## config.mk

```make
export PLATFORM = sky130hd
export DESIGN_NAME = imp_copy_top
export DESIGN_NICKNAME = d
export VERILOG_FILES = /design/src/logic/imp_pkg.sv /design/src/logic/imp_copy_top.sv /design/src/logic/imp_line_fifo.sv /design/src/logic/imp_rd_addr_gen.sv /design/src/logic/imp_wr_addr_gen.sv
export VERILOG_INCLUDE_DIRS = /design/src /design/src/logic
export SDC_FILE = /design/constraint.sdc
export NUM_CORES = 2
export LEC_CHECK = 0
export ABC_AREA = 1
export BUFFER_PORTS_ARGS = -buffer_cell sky130_fd_sc_hd__buf_2
export CORE_MARGIN = 5
export CORE_UTILIZATION = 57
export CTS_CLUSTER_SIZE = 28
export DETAILED_ROUTE_END_ITERATION = 16
export GPL_TIMING_DRIVEN = 0
export PLACE_DENSITY_LB_ADDON = 0.12
export RECOVER_POWER = 50
export REMOVE_ABC_BUFFERS = 1
export SYNTH_ARGS = -nofsm -noshare
export SYNTH_HDL_FRONTEND = slang
export SYNTH_SLANG_ARGS = --single-unit
export TNS_END_PERCENT = 30
```

## constraint.sdc

```tcl
create_clock -name clk -period 5.48 [get_ports clk]
set_input_delay 0.548 -clock clk [delete_from_list [all_inputs] [get_ports clk]]
set_output_delay 0.548 -clock clk [all_outputs]
set_load 0.02 [all_outputs]
```

## src/logic/imp_defs.svh

```systemverilog
`ifndef IMP_DEFS_SVH
`define IMP_DEFS_SVH

// --------------------------------------------------------------------------
// datapath widths of the image move
// --------------------------------------------------------------------------

`define IMP_DATA_W      32    // one pixel per word
`define IMP_ADDR_W      32    // word address on both sides

// window geometry
`define IMP_SIZE_W      16    // hsize / vsize and pixel counters
`define IMP_COOR_W      8     // minx / miny offsets

// --------------------------------------------------------------------------
// line buffer between read side and write side
// --------------------------------------------------------------------------

// credit limit seen by the read side
`define IMP_FIFO_DEPTH  4

`endif

```

## src/logic/imp_pkg.sv

```systemverilog
`default_nettype none

`include "imp_defs.svh"

package imp_pkg;

  // --------------------------------------------------------------------------
  // widths with a meaning
  // --------------------------------------------------------------------------
  typedef logic [`IMP_DATA_W-1:0] data_t;  // pixel word
  typedef logic [`IMP_ADDR_W-1:0] addr_t;  // word address
  typedef logic [`IMP_SIZE_W-1:0] size_t;  // window dimension or counter
  typedef logic [`IMP_COOR_W-1:0] coor_t;  // min coordinate

  // window shared by read and write side
  typedef struct packed {
    size_t hsize;    // pixels per line
    size_t vsize;    // lines
  } win_cfg_t;

  // placement of the window inside one frame
  typedef struct packed {
    addr_t baddr;      // frame base
    addr_t adr_pitch;  // words per frame line
    coor_t coor_minx;  // window left edge
    coor_t coor_miny;  // window top edge
  } place_cfg_t;

  // read side FSM
  typedef enum logic [1:0] {RD_IDLE, RD_ISSUE, RD_DRAIN} rd_state_e;

  // write side FSM
  typedef enum logic [1:0] {WR_IDLE, WR_MOVE, WR_DONE} wr_state_e;

endpackage

`default_nettype wire

```

## src/logic/imp_copy_top.sv

```systemverilog
`default_nettype none

`include "imp_defs.svh"

module imp_copy_top (
  input  logic                clk,
  input  logic                arst_n_i,
  input  logic                start_i,
  input  imp_pkg::win_cfg_t   win_cfg_i,
  input  imp_pkg::place_cfg_t rd_place_i,    // source frame placement
  input  imp_pkg::place_cfg_t wr_place_i,    // destination frame placement
  output logic                rd_req_o,
  output imp_pkg::addr_t      rd_addr_o,
  input  logic                rd_valid_i,    // one cycle after rd_req_o
  input  imp_pkg::data_t      rd_data_i,
  output logic                wr_en_o,
  output imp_pkg::addr_t      wr_addr_o,
  output imp_pkg::data_t      wr_data_o,
  output logic                busy_o,
  output logic                done_o
);

  // --------------------------------------------------------------------------
  // internal wires
  // --------------------------------------------------------------------------
  imp_pkg::size_t fifo_count;   // credit info for the read side
  logic           fifo_empty;
  logic           fifo_pop;
  imp_pkg::data_t fifo_pop_data;
  logic           wr_fin;       // write side finished

  // producer
  imp_rd_addr_gen u0_imp_rd_addr_gen (
    .clk          ( clk           ),
    .arst_n_i     ( arst_n_i      ),
    .start_i      ( start_i       ),
    .win_cfg_i    ( win_cfg_i     ),
    .place_i      ( rd_place_i    ),
    .fifo_count_i ( fifo_count    ),
    .rd_valid_i   ( rd_valid_i    ),
    .fin_i        ( wr_fin        ),
    .rd_req_o     ( rd_req_o      ),
    .rd_addr_o    ( rd_addr_o     ),
    .busy_o       ( busy_o        )
  );

  // read data goes straight into the buffer
  imp_line_fifo #(
    .DEPTH        ( `IMP_FIFO_DEPTH )
  ) u0_imp_line_fifo (
    .clk          ( clk           ),
    .arst_n_i     ( arst_n_i      ),
    .push_i       ( rd_valid_i    ),
    .push_data_i  ( rd_data_i     ),
    .pop_i        ( fifo_pop      ),
    .pop_data_o   ( fifo_pop_data ),
    .empty_o      ( fifo_empty    ),
    .count_o      ( fifo_count    )
  );

  // consumer
  imp_wr_addr_gen u0_imp_wr_addr_gen (
    .clk          ( clk           ),
    .arst_n_i     ( arst_n_i      ),
    .start_i      ( start_i       ),
    .win_cfg_i    ( win_cfg_i     ),
    .place_i      ( wr_place_i    ),
    .empty_i      ( fifo_empty    ),
    .pop_data_i   ( fifo_pop_data ),
    .pop_o        ( fifo_pop      ),
    .wr_en_o      ( wr_en_o       ),
    .wr_addr_o    ( wr_addr_o     ),
    .wr_data_o    ( wr_data_o     ),
    .fin_o        ( wr_fin        ),
    .done_o       ( done_o        )
  );

endmodule

`default_nettype wire

```

## src/logic/imp_line_fifo.sv

```systemverilog
`default_nettype none

`include "imp_defs.svh"

module imp_line_fifo #(
  parameter int DEPTH = `IMP_FIFO_DEPTH
) (
  input  logic            clk,
  input  logic            arst_n_i,
  input  logic            push_i,
  input  imp_pkg::data_t  push_data_i,
  input  logic            pop_i,
  output imp_pkg::data_t  pop_data_o,
  output logic            empty_o,
  output imp_pkg::size_t  count_o
);

  localparam int PTR_W = (DEPTH > 1) ? $clog2(DEPTH) : 1;

  // --------------------------------------------------------------------------
  // storage and pointers
  // --------------------------------------------------------------------------
  imp_pkg::data_t   mem_q [DEPTH];
  logic [PTR_W-1:0] wr_ptr_q;
  logic [PTR_W-1:0] rd_ptr_q;
  imp_pkg::size_t   count_q;    // occupancy
  logic             full;

  assign full       = (count_q == imp_pkg::size_t'(DEPTH));
  assign empty_o    = (count_q == '0);
  assign count_o    = count_q;
  assign pop_data_o = mem_q[rd_ptr_q];   // head word valid when not empty

  always_ff @(posedge clk) begin
    if (push_i) begin
      mem_q[wr_ptr_q] <= push_data_i;
    end
  end

  // pointers wrap at DEPTH
  always_ff @(posedge clk or negedge arst_n_i) begin
    if (!arst_n_i) begin
      wr_ptr_q <= '0;
      rd_ptr_q <= '0;
    end else begin
      if (push_i) begin
        wr_ptr_q <= (wr_ptr_q == PTR_W'(DEPTH - 1)) ? '0 : wr_ptr_q + 1'b1;
      end
      if (pop_i) begin
        rd_ptr_q <= (rd_ptr_q == PTR_W'(DEPTH - 1)) ? '0 : rd_ptr_q + 1'b1;
      end
    end
  end

  always_ff @(posedge clk or negedge arst_n_i) begin
    if (!arst_n_i) begin
      count_q <= '0;
    end else begin
      case ({push_i, pop_i})
        2'b10:   count_q <= count_q + 1'b1;
        2'b01:   count_q <= count_q - 1'b1;
        default: count_q <= count_q;   // both or neither
      endcase
    end
  end

  // push is throttled by read credit and pop by empty
  a_no_overflow : assert property (@(posedge clk) disable iff (!arst_n_i)
    push_i |-> !full);
  a_no_underflow : assert property (@(posedge clk) disable iff (!arst_n_i)
    pop_i |-> !empty_o);

endmodule

`default_nettype wire

```

## src/logic/imp_rd_addr_gen.sv

```systemverilog
`default_nettype none

`include "imp_defs.svh"

module imp_rd_addr_gen (
  input  logic                clk,
  input  logic                arst_n_i,
  input  logic                start_i,
  input  imp_pkg::win_cfg_t   win_cfg_i,
  input  imp_pkg::place_cfg_t place_i,
  input  imp_pkg::size_t      fifo_count_i,   // fill level of the line buffer
  input  logic                rd_valid_i,     // read data returning this cycle
  input  logic                fin_i,          // write side finished
  output logic                rd_req_o,
  output imp_pkg::addr_t      rd_addr_o,
  output logic                busy_o
);

  // --------------------------------------------------------------------------
  // state, walk and credit registers
  // --------------------------------------------------------------------------
  imp_pkg::rd_state_e state_q;
  imp_pkg::win_cfg_t  win_q;        // window latched on start
  imp_pkg::addr_t     pitch_q;      // source line pitch
  imp_pkg::addr_t     row_base_q;   // address of pixel (0, y_q)
  imp_pkg::size_t     x_q;
  imp_pkg::size_t     y_q;
  imp_pkg::size_t     inflight_q;   // issued reads not back yet

  logic start_ok;
  logic win_empty;
  logic credit_ok;
  logic last_x;
  logic last_y;

  // a new move may load in the done cycle as well
  assign start_ok  = start_i && ((state_q == imp_pkg::RD_IDLE) || fin_i);
  assign win_empty = (win_cfg_i.hsize == '0) || (win_cfg_i.vsize == '0);

  // buffered words plus words on the way must leave room for one more
  assign credit_ok = (fifo_count_i + inflight_q) < imp_pkg::size_t'(`IMP_FIFO_DEPTH);

  assign last_x    = (x_q == win_q.hsize - 1'b1);
  assign last_y    = (y_q == win_q.vsize - 1'b1);

  assign rd_req_o  = (state_q == imp_pkg::RD_ISSUE) && credit_ok;
  assign rd_addr_o = row_base_q + imp_pkg::addr_t'(x_q);   // row base plus column
  assign busy_o    = (state_q != imp_pkg::RD_IDLE) && !fin_i;  // falls with done

  // --------------------------------------------------------------------------
  // FSM and pixel walk
  // --------------------------------------------------------------------------
  always_ff @(posedge clk or negedge arst_n_i) begin
    if (!arst_n_i) begin
      state_q <= imp_pkg::RD_IDLE;
      x_q     <= '0;
      y_q     <= '0;
    end else if (start_ok) begin
      state_q <= win_empty ? imp_pkg::RD_DRAIN : imp_pkg::RD_ISSUE;  // empty window reads nothing
      x_q     <= '0;
      y_q     <= '0;
    end else begin
      case (state_q)
        imp_pkg::RD_ISSUE: begin
          if (rd_req_o) begin
            if (last_x) begin
              x_q <= '0;
              if (last_y) begin
                state_q <= imp_pkg::RD_DRAIN;   // all reads out
              end else begin
                y_q <= y_q + 1'b1;
              end
            end else begin
              x_q <= x_q + 1'b1;
            end
          end
        end
        imp_pkg::RD_DRAIN: begin
          if (fin_i) begin
            state_q <= imp_pkg::RD_IDLE;        // last write is out
          end
        end
        default: state_q <= state_q;
      endcase
    end
  end

  // config latch and row base
  always_ff @(posedge clk) begin
    if (start_ok) begin
      win_q      <= win_cfg_i;
      pitch_q    <= place_i.adr_pitch;
      row_base_q <= place_i.baddr
                  + imp_pkg::addr_t'(place_i.coor_miny) * place_i.adr_pitch
                  + imp_pkg::addr_t'(place_i.coor_minx);
    end else if (rd_req_o && last_x && !last_y) begin
      row_base_q <= row_base_q + pitch_q;       // next line
    end
  end

  // reads in flight until memory answers
  always_ff @(posedge clk or negedge arst_n_i) begin
    if (!arst_n_i) begin
      inflight_q <= '0;
    end else begin
      case ({rd_req_o, rd_valid_i})
        2'b10:   inflight_q <= inflight_q + 1'b1;
        2'b01:   inflight_q <= inflight_q - 1'b1;
        default: inflight_q <= inflight_q;
      endcase
    end
  end

  // buffered words plus the word now returning leave room for the request
  a_rd_credit : assert property (@(posedge clk) disable iff (!arst_n_i)
    rd_req_o |-> (fifo_count_i + imp_pkg::size_t'(rd_valid_i))
                 < imp_pkg::size_t'(`IMP_FIFO_DEPTH));

endmodule

`default_nettype wire

```

## src/logic/imp_wr_addr_gen.sv

```systemverilog
`default_nettype none

module imp_wr_addr_gen (
  input  logic                clk,
  input  logic                arst_n_i,
  input  logic                start_i,
  input  imp_pkg::win_cfg_t   win_cfg_i,
  input  imp_pkg::place_cfg_t place_i,
  input  logic                empty_i,
  input  imp_pkg::data_t      pop_data_i,
  output logic                pop_o,
  output logic                wr_en_o,
  output imp_pkg::addr_t      wr_addr_o,
  output imp_pkg::data_t      wr_data_o,
  output logic                fin_o,        // tells read side to go idle
  output logic                done_o
);

  // --------------------------------------------------------------------------
  // state and destination walk
  // --------------------------------------------------------------------------
  imp_pkg::wr_state_e state_q;
  imp_pkg::win_cfg_t  win_q;
  imp_pkg::addr_t     pitch_q;       // destination line pitch
  imp_pkg::addr_t     row_base_q;    // address of pixel (0, y_q)
  imp_pkg::size_t     x_q;
  imp_pkg::size_t     y_q;
  logic               all_popped_q;  // last pixel taken from the buffer

  logic start_ok;
  logic last_x;
  logic last_y;

  assign start_ok = start_i && ((state_q == imp_pkg::WR_IDLE) || (state_q == imp_pkg::WR_DONE));
  assign last_x   = (x_q == win_q.hsize - 1'b1);
  assign last_y   = (y_q == win_q.vsize - 1'b1);

  assign pop_o    = (state_q == imp_pkg::WR_MOVE) && !all_popped_q && !empty_i;
  assign done_o   = (state_q == imp_pkg::WR_DONE);  // one cycle, after last write
  assign fin_o    = done_o;

  always_ff @(posedge clk or negedge arst_n_i) begin
    if (!arst_n_i) begin
      state_q      <= imp_pkg::WR_IDLE;
      x_q          <= '0;
      y_q          <= '0;
      all_popped_q <= 1'b0;
    end else if (start_ok) begin
      state_q      <= imp_pkg::WR_MOVE;
      x_q          <= '0;
      y_q          <= '0;
      all_popped_q <= (win_cfg_i.hsize == '0) || (win_cfg_i.vsize == '0);
    end else begin
      case (state_q)
        imp_pkg::WR_MOVE: begin
          if (all_popped_q) begin
            state_q <= imp_pkg::WR_DONE;   // last write is out this cycle
          end else if (pop_o) begin
            if (last_x) begin
              x_q <= '0;
              if (last_y) begin
                all_popped_q <= 1'b1;
              end else begin
                y_q <= y_q + 1'b1;
              end
            end else begin
              x_q <= x_q + 1'b1;
            end
          end
        end
        imp_pkg::WR_DONE: state_q <= imp_pkg::WR_IDLE;
        default:          state_q <= state_q;
      endcase
    end
  end

  // --------------------------------------------------------------------------
  // config latch and write payload
  // --------------------------------------------------------------------------
  always_ff @(posedge clk) begin
    if (start_ok) begin
      win_q      <= win_cfg_i;
      pitch_q    <= place_i.adr_pitch;
      row_base_q <= place_i.baddr
                  + imp_pkg::addr_t'(place_i.coor_miny) * place_i.adr_pitch
                  + imp_pkg::addr_t'(place_i.coor_minx);
    end else if (pop_o && last_x && !last_y) begin
      row_base_q <= row_base_q + pitch_q;
    end
    if (pop_o) begin
      wr_addr_o <= row_base_q + imp_pkg::addr_t'(x_q);   // address of popped pixel
      wr_data_o <= pop_data_i;
    end
  end

  always_ff @(posedge clk or negedge arst_n_i) begin
    if (!arst_n_i) begin
      wr_en_o <= 1'b0;
    end else begin
      wr_en_o <= pop_o;   // write one cycle after pop
    end
  end

  // DONE is only entered the cycle after the final write strobe
  a_wr_in_move : assert property (@(posedge clk) disable iff (!arst_n_i)
    wr_en_o |-> (state_q == imp_pkg::WR_MOVE));

endmodule

`default_nettype wire

```

Yosys cells after proc, flatten, opt, wreduce, memory -nomap -nowiden
Memories as Yosys holds them, arrays and structs flattened. A register that Yosys moved wholly into a read port is not among the register bits.
Cells that the tools add are included.
{"block": "totals", "in_bits": 228, "output_inout_bits": 100, "ram_bits": 128, "wordCells": 158, "memories": 1, "regBits": 330}
{"block": "classes", "order_cmp": 1, "addsub": 23, "n_reduce_logical": 42, "n_eq_ne": 22, "mul": 2, "n_mux": 46}
{"memory": "u0_imp_line_fifo.mem_q", "depth": 4, "width": 32, "rd": 1, "rd_clocked_by_memory_dff": 1, "wr": 1, "line_no": "imp_line_fifo.sv:23", "rtl": "imp_pkg::data_t mem_q [DEPTH];"}
{"operator": "16-bit two-way mux", "count": 20}
{"operator": "32-bit adder", "count": 4}
{"operator": "32-bit two-way mux", "count": 4}
{"operator": "16-bit by 1-bit adder with 16-bit output (second input constant)", "count": 6}
{"operator": "16-bit by 1-bit subtractor with 16-bit output (second input constant)", "count": 6}
{"operator": "32-bit by 16-bit adder with 32-bit output", "count": 2}
{"operator": "32-bit by 8-bit adder with 32-bit output", "count": 2}
{"operator": "16-bit equality test", "count": 4}
{"operator": "8-bit by 32-bit multiplier with 32-bit output", "count": 2}
{"operator": "16-bit one-hot mux with 2 select lines", "count": 2}
{"operator": "16-bit logical NOT", "count": 3}
{"operator": "2-bit nonzero test", "count": 11}
{"operator": "2-bit two-way mux", "count": 10}
{"operator": "16-bit adder", "count": 1}
{"operator": "16-bit by 3-bit < comparator with 1-bit output (second input constant)", "count": 1}
{"operator": "3-bit by 1-bit != test with 1-bit output (second input constant)", "count": 5}
{"operator": "2-bit equality test (second input constant)", "count": 6}
{"operator": "1-bit logical AND", "count": 10}
{"operator": "5-bit AND reduction", "count": 2}
{"operator": "2-bit by 1-bit equality test with 1-bit output (second input constant)", "count": 4}
{"operator": "1-bit two-way mux", "count": 8}
{"operator": "2-bit one-hot mux with 2 select lines", "count": 2}
{"operator": "3-bit nonzero test", "count": 2}
{"operator": "1-bit logical NOT", "count": 5}
{"operator": "other kinds (8)", "count": 14}

Logic depth before layout (Yosys ltp)
{"block": "depth", "word_depth": 8, "depth_mapped": 31, "mapped_depth_nobuf": 30}

Cells and area by module
From an unflattened synthesis, not the netlist that was laid out.
{"block": "unflattened", "cells_unflattened": 5808, "hier_area_um2": 46654.7}
{"mod": "imp_wr_addr_gen", "instances": 1, "cells_each": 2477, "area_each_um2": 20015.4, "seq_area_each_um2": 5705.5}
{"mod": "imp_rd_addr_gen", "instances": 1, "cells_each": 2702, "area_each_um2": 19974.2, "seq_area_each_um2": 4134.0}
{"mod": "imp_line_fifo", "instances": 1, "cells_each": 629, "area_each_um2": 6665.1, "seq_area_each_um2": 4344.2}

Worst setup path before layout
Ideal clock, no wire load.
{"block": "synth_path", "path_kind": "input to register", "start": "in rd_place_i[2] (netlist bit)", "end": "reg u0_imp_rd_addr_gen.row_base_q[23] (data pin)", "t_arrival_ns": 5.229, "n_path_buf": 2, "path_stages": 24, "setup_time_ns": 0.253, "setup_slack_ns": -0.003, "required_ns": 5.227, "path_cell_list": "clkbuf_1 > buf_1 > nand2_1 > fa_1 > fa_1 > inv_1 > fa_1 > fa_1 > inv_1 > fa_1 > inv_1 > ha_1 > nand2_1 > o21ai_0 > a21oi_1 > o21ai_0 > nand2_1 > nand2_1 > a21o_1 > nand2_1 > nand2_1 > nand2_1 > nand3_1 > nand2_1"}
{"block": "synth_via", "elab_chain_cells": 4}
{"element": "start: declaration", "line_no": "imp_copy_top.sv:10", "rtl": "input imp_pkg::place_cfg_t rd_place_i,"}
{"element": "8-bit by 32-bit multiplier with 32-bit output", "line_no": "imp_rd_addr_gen.sv:94", "rtl": "+ imp_pkg::addr_t'(place_i.coor_miny) * place_i.adr_pitch"}
{"element": "32-bit adder", "line_no": "imp_rd_addr_gen.sv:94"}
{"element": "32-bit by 8-bit adder with 32-bit output", "line_no": "imp_rd_addr_gen.sv:95", "rtl": "+ imp_pkg::addr_t'(place_i.coor_minx);"}
{"element": "32-bit two-way mux", "line_no": "imp_rd_addr_gen.sv:90", "rtl": "if (start_ok) begin"}
{"element": "end signal: assignment", "line_no": "imp_rd_addr_gen.sv:93", "rtl": "row_base_q <= place_i.baddr"}
{"element": "end signal: assignment", "line_no": "imp_rd_addr_gen.sv:97", "rtl": "row_base_q <= row_base_q + pitch_q;"}
{"element": "end: declaration", "line_no": "imp_rd_addr_gen.sv:25", "rtl": "imp_pkg::addr_t row_base_q;"}
No other way between the ends.
A chain may end at the register's enable or synchronous reset.

Worst setup path after layout
{"block": "layout_path", "start": "in rd_place_i[4] (netlist bit)", "end": "reg u0_imp_rd_addr_gen.row_base_q[30] (data pin)"}
The elaborated chain is that of the path after synthesis.

==> impl_metrics.py <==
metrics = {
    "synthesis": {
        "synth_xor_area_share_pct": 5.13,
        "ys_types": 64,
        "synth-seq-cells": 490,
        "yosys.area_share.simple_pct": 19.3,
        "syn-instance-count": 5429,
        "synth_top_family_by_area": "adder cells",
        "ys_seq_area_share_pct": 31.4,
        "synthAdderAreaFrac_pct": 25.0,
        "yosys-mux-area-fraction_pct": 0.0222,
        "synth.avg_cell_area_um2": 8.32,
        "syn_area_mm2": 0.0451,
        "synth_compound_area_share_pct": 9.39,
        "yosysWarnings": 0,
    },
    "status": {
        "violations": "max-capacitance violations, max-slew violations",
        "status": "complete, but fails checks",
    },
    "global_routing": {
        "grt_pass1_wl_mm": 189,
        "grt_usage_pct": 27.2,
        "grt_max_degree": 107,
        "grt_pass1_vias": 36400,
        "gr-total-overflow": 0,
        "grt_antenna_before_repair": 5,
    },
    "timing": {
        "maxSlewViolCount": 144,
        "fmax_mhz": 188,
        "worst_pin_slew_ns": 2.55,
        "slew_headroom_pct": -70.0,
        "rsz0062_at_grt": "false",
        "setup-violations-final": 0,
        "fin_skew_ns": 0.0442,
        "finalHoldViolCount": 0,
        "min_period_over_period_pct": 97.0,
        "timing.hold.ws_ns": 0.150,
        "period_needed_ns": 5.32,
    },
    "layout": {
        "utilization_pct": 62.7,
        "final_cells": 6753,
        "design_area_mm2": 0.0494,
        "nets": 6555,
        "area_growth_pct": 9.36,
        "n_fill_cell": 7012,
        "drive_gt1_share_pct": 5.74,
    },
    "die": {
        "core_mm2": 0.0787,
        "fp.dieW_um": 291,
        "die_h_um": 291,
        "ios": 328,
        "dieArea_mm2": 0.0849,
        "start_util_pct": 57.3,
        "rows": 103,
    },
    "route": {
        "post-route-drc-count": 0,
        "drtIter0Drc": 2370,
        "wl_met3_mm": 8.53,
        "viasPerCell": 5.41,
        "vias": 36500,
        "top_layer_used": "met5",
        "finalWirelength_mm": 117,
        "postRouteAntennaNets": 0,
        "wl_met2_mm": 53.8,
        "routedWlPerCell_um": 17.3,
        "dr.pass1.iters": 7,
        "wl_met1_mm": 52.5,
    },
    "critical_path": {
        "r2r-end": "u0_imp_line_fifo.count_o[13]$_DFFE_PN0P_",
        "critPathMaxStageDelay_ns": 0.54,
        "critPathArrivalTime_ns": 5.67,
        "r2r_start": "u0_imp_line_fifo.count_o[12]$_DFFE_PN0P_",
        "r2r_slack_ns": 0.49,
        "r2r_cells": 21,
        "path_cells": "buf_4 -> nand2_1 -> fa_1 -> fa_1 -> inv_1 -> fa_1 -> fa_1 -> inv_1 -> fa_1 -> inv_1 -> ha_1 -> a21oi_1 -> nor2_1 -> o21ai_0 -> o211ai_1 -> a21oi_1 -> inv_1 -> nand3_1 -> nand2_1 -> o21ai_0 -> nand2_1",
        "slowest_stage": "fa_1",
        "cpMostUsedCell": "fa_1",
        "required_ns": 5.84,
        "path_class": "input pin to register",
        "cp-start-kind": "input pin",
        "cp-end-kind": "register",
        "critPathCapture": "u0_imp_rd_addr_gen.row_base_q[30]$_DFFE_PP_",
        "crit_start": "rd_place_i[4]",
        "worst-path-max-fanout": 28,
    },
    "placement": {
        "gp_congestion": 0.922,
        "dpl.hpwl_mm": 91.8,
        "placed_cells": 6652,
        "postPlaceCellArea_mm2": 0.0477,
        "port_buffers": 327,
    },
    "power_and_ir_drop": {
        "p_leak_uw": 0.0246,
        "powerDensity_mw_per_mm2": 438,
        "vdd_drop_max_v": 0.000359,
        "total_power_uw": 21600,
    },
    "clock_tree": {
        "clock-sinks": 490,
        "path_clk_slew_ns": 0.06,
        "cts_setup_buffers": 0,
        "insertion_delay_ns": 0.63,
        "clk_path_buf_depth": 3,
        "cts_made_buffers": 52,
        "cts_max_level": 2,
        "cts_tree": "done",
        "root_buffer": "clkbuf_16",
    },
    "job": {
        "drv_cap": 5,
    },
    "min_path": {
        "min-delay-path-class": "input pin to register",
    },
}
-- logic make-up (layout without fill, tap and decap cells) --
kind of cell / count (synthesis) / count (layout)
and+or+nand+nor: 2081 / 2081
buffers and inverters: 1150 / 1422
AOI/OAI and AO/OA: 775 / 775
adders and majority gates: 670 / 670
DFF: 490 / 490
xor gates and xnor gates: 262 / 262
muxes: 1 / 1
other: 0 / 2
-- metal layers --
| layer | GRT usage [%] | vias to the layer above |
|---|---|---|
| met5 | 0 | - |
| met4 | 5.58 | 2 |
| met3 | 4.13 | 136 |
| met2 | 44.0 | 1122 |
| met1 | 39.6 | 17400 |
| li1 | - | 17800 |
-- Yosys cell counts (all sizes together) --
cell type	n	area, µm²
o21bai	20	150
o221ai	2	17.5
o31ai	5	37.5
nor2	389	1530
a21oi	294	1480
ha	283	3540
xnor2	84	736
xor2	177	1560
o211ai	9	67.6
a31oi	18	113
o21ai	323	1620
clkinv	2	7.51
dfrtp	106	2650
xnor3	1	22.5
mux2i	1	10.0
a22oi	1	7.51
nand3	213	1130
buf	18	104
o311ai	1	8.76
nand2	1270	4800
fa	387	7750
and2	5	33.8
a21boi	4	30.0
a211oi	3	22.5
a221o	2	20.0
clkbuf	145	577
nor4	26	163
a32o	1	10.0
a221oi	7	61.3
and3	2	12.5
o22ai	41	257
nand4	68	432
nand3b	10	75.1
or2	20	125
edfxtp	384	11500
inv	985	3700
a21o	33	248
nor3b	4	30.0
nor3	74	400
o21a	6	45.0
a2111oi	1	8.76
o2111ai	2	17.5
a41oi	1	8.76
o2bb2ai	1	8.76
-- metrics by stage --
| stage | TNS, ns | worst slack [ns] |
|---|---|---|
| floorplan | -157.55 | -1.37 |
| global placement | -1316.13 | -6.22 |
| detailed placement | -21.79 | -0.845 |
| CTS | 0 | 0.00448 |
| global route | 0 | 0.00708 |
| finish | 0 | 0.165 |
-- cell type report --
class / count / area [µm²] / share of cell area [%]
antenna: 2 / 5.00 / 0.0101
clock buffer: 64 / 1390 / 2.81
clock inverter: 34 / 447 / 0.905
inverter: 987 / 3730 / 7.55
multi-input combinational: 3789 / 26600 / 54.0
sequential: 490 / 14200 / 28.7
tap: 1050 / 1310 / 2.66
timing repair buffer: 337 / 1680 / 3.39
-- flip-flops by register name (all words and copies together) (netlist names), 32 cells and up --
name / count
u0_imp_line_fifo.mem_q: 128
u0_imp_rd_addr_gen.pitch_q: 32
u0_imp_rd_addr_gen.row_base_q: 32
u0_imp_rd_addr_gen.win_q: 32
u0_imp_wr_addr_gen.pitch_q: 32
u0_imp_wr_addr_gen.row_base_q: 32
u0_imp_wr_addr_gen.win_q: 32
u0_imp_wr_addr_gen.wr_addr_o: 32
u0_imp_wr_addr_gen.wr_data_o: 32
-- how the worst min path moves through the flow --
stage	startpoint	to	slack, ns	cells after the start
floorplan	arst_n_i	u0_imp_line_fifo.count_o[0]$_DFFE_PN0P_	0.25	0
global placement	u0_imp_wr_addr_gen.all_popped_q$_DFFE_PN0P_	u0_imp_wr_addr_gen.all_popped_q$_DFFE_PN0P_	0.48	2
detailed placement	u0_imp_wr_addr_gen.all_popped_q$_DFFE_PN0P_	u0_imp_wr_addr_gen.all_popped_q$_DFFE_PN0P_	0.49	2
CTS	rd_place_i[47]	u0_imp_rd_addr_gen.pitch_q[31]$_DFFE_PP_	0.1	1
global route	rd_data_i[27]	u0_imp_line_fifo.mem_q[2][27]$_DFFE_PP_	0.16	1
finish	rd_place_i[47]	u0_imp_rd_addr_gen.pitch_q[31]$_DFFE_PP_	0.15	1
-- report_power, final --
part           leakage [µW]  switching (µW)  internal [µW]
sequential          0.00493             378           4580
clock              0.000878            1530           2230
combinational        0.0188            8350           4560
total                0.0246           10300          11400
-- cells in the final DEF (no fill, tap or decap), types with 26 or more instances in the layout --
cell type	Yosys	layout
a21o_1	33	33
a21oi_1	292	290
buf_2	8	131
clkbuf_1	119	189
clkbuf_16	0	52
dfrtp_1	106	105
edfxtp_1	384	384
fa_1	387	387
ha_1	283	283
inv_1	975	973
nand2_1	1261	1260
nand3_1	201	201
nand4_1	67	67
nor2_1	374	374
nor3_1	68	68
nor4_1	26	26
o21ai_0	306	301
o22ai_1	41	41
xnor2_1	84	84
xor2_1	176	176
-- critical path: cells and delay by family --
kind | cells | cell delay [ns]
and+or+nand+nor | 5 | 0.47
AOI/OAI and AO/OA | 5 | 1.19
adders and majority gates | 6 | 2.86
buffers and inverters | 5 | 0.58
-- timing repair --
item                                   in CTS  in global routing
hold buffers                                1                  0
resized for setup                          10                 24
setup endpoints to repair                   7                 26
endpoints found under the hold margin      43                  0
No activity file was read; power rests on OpenSTA's default activity.
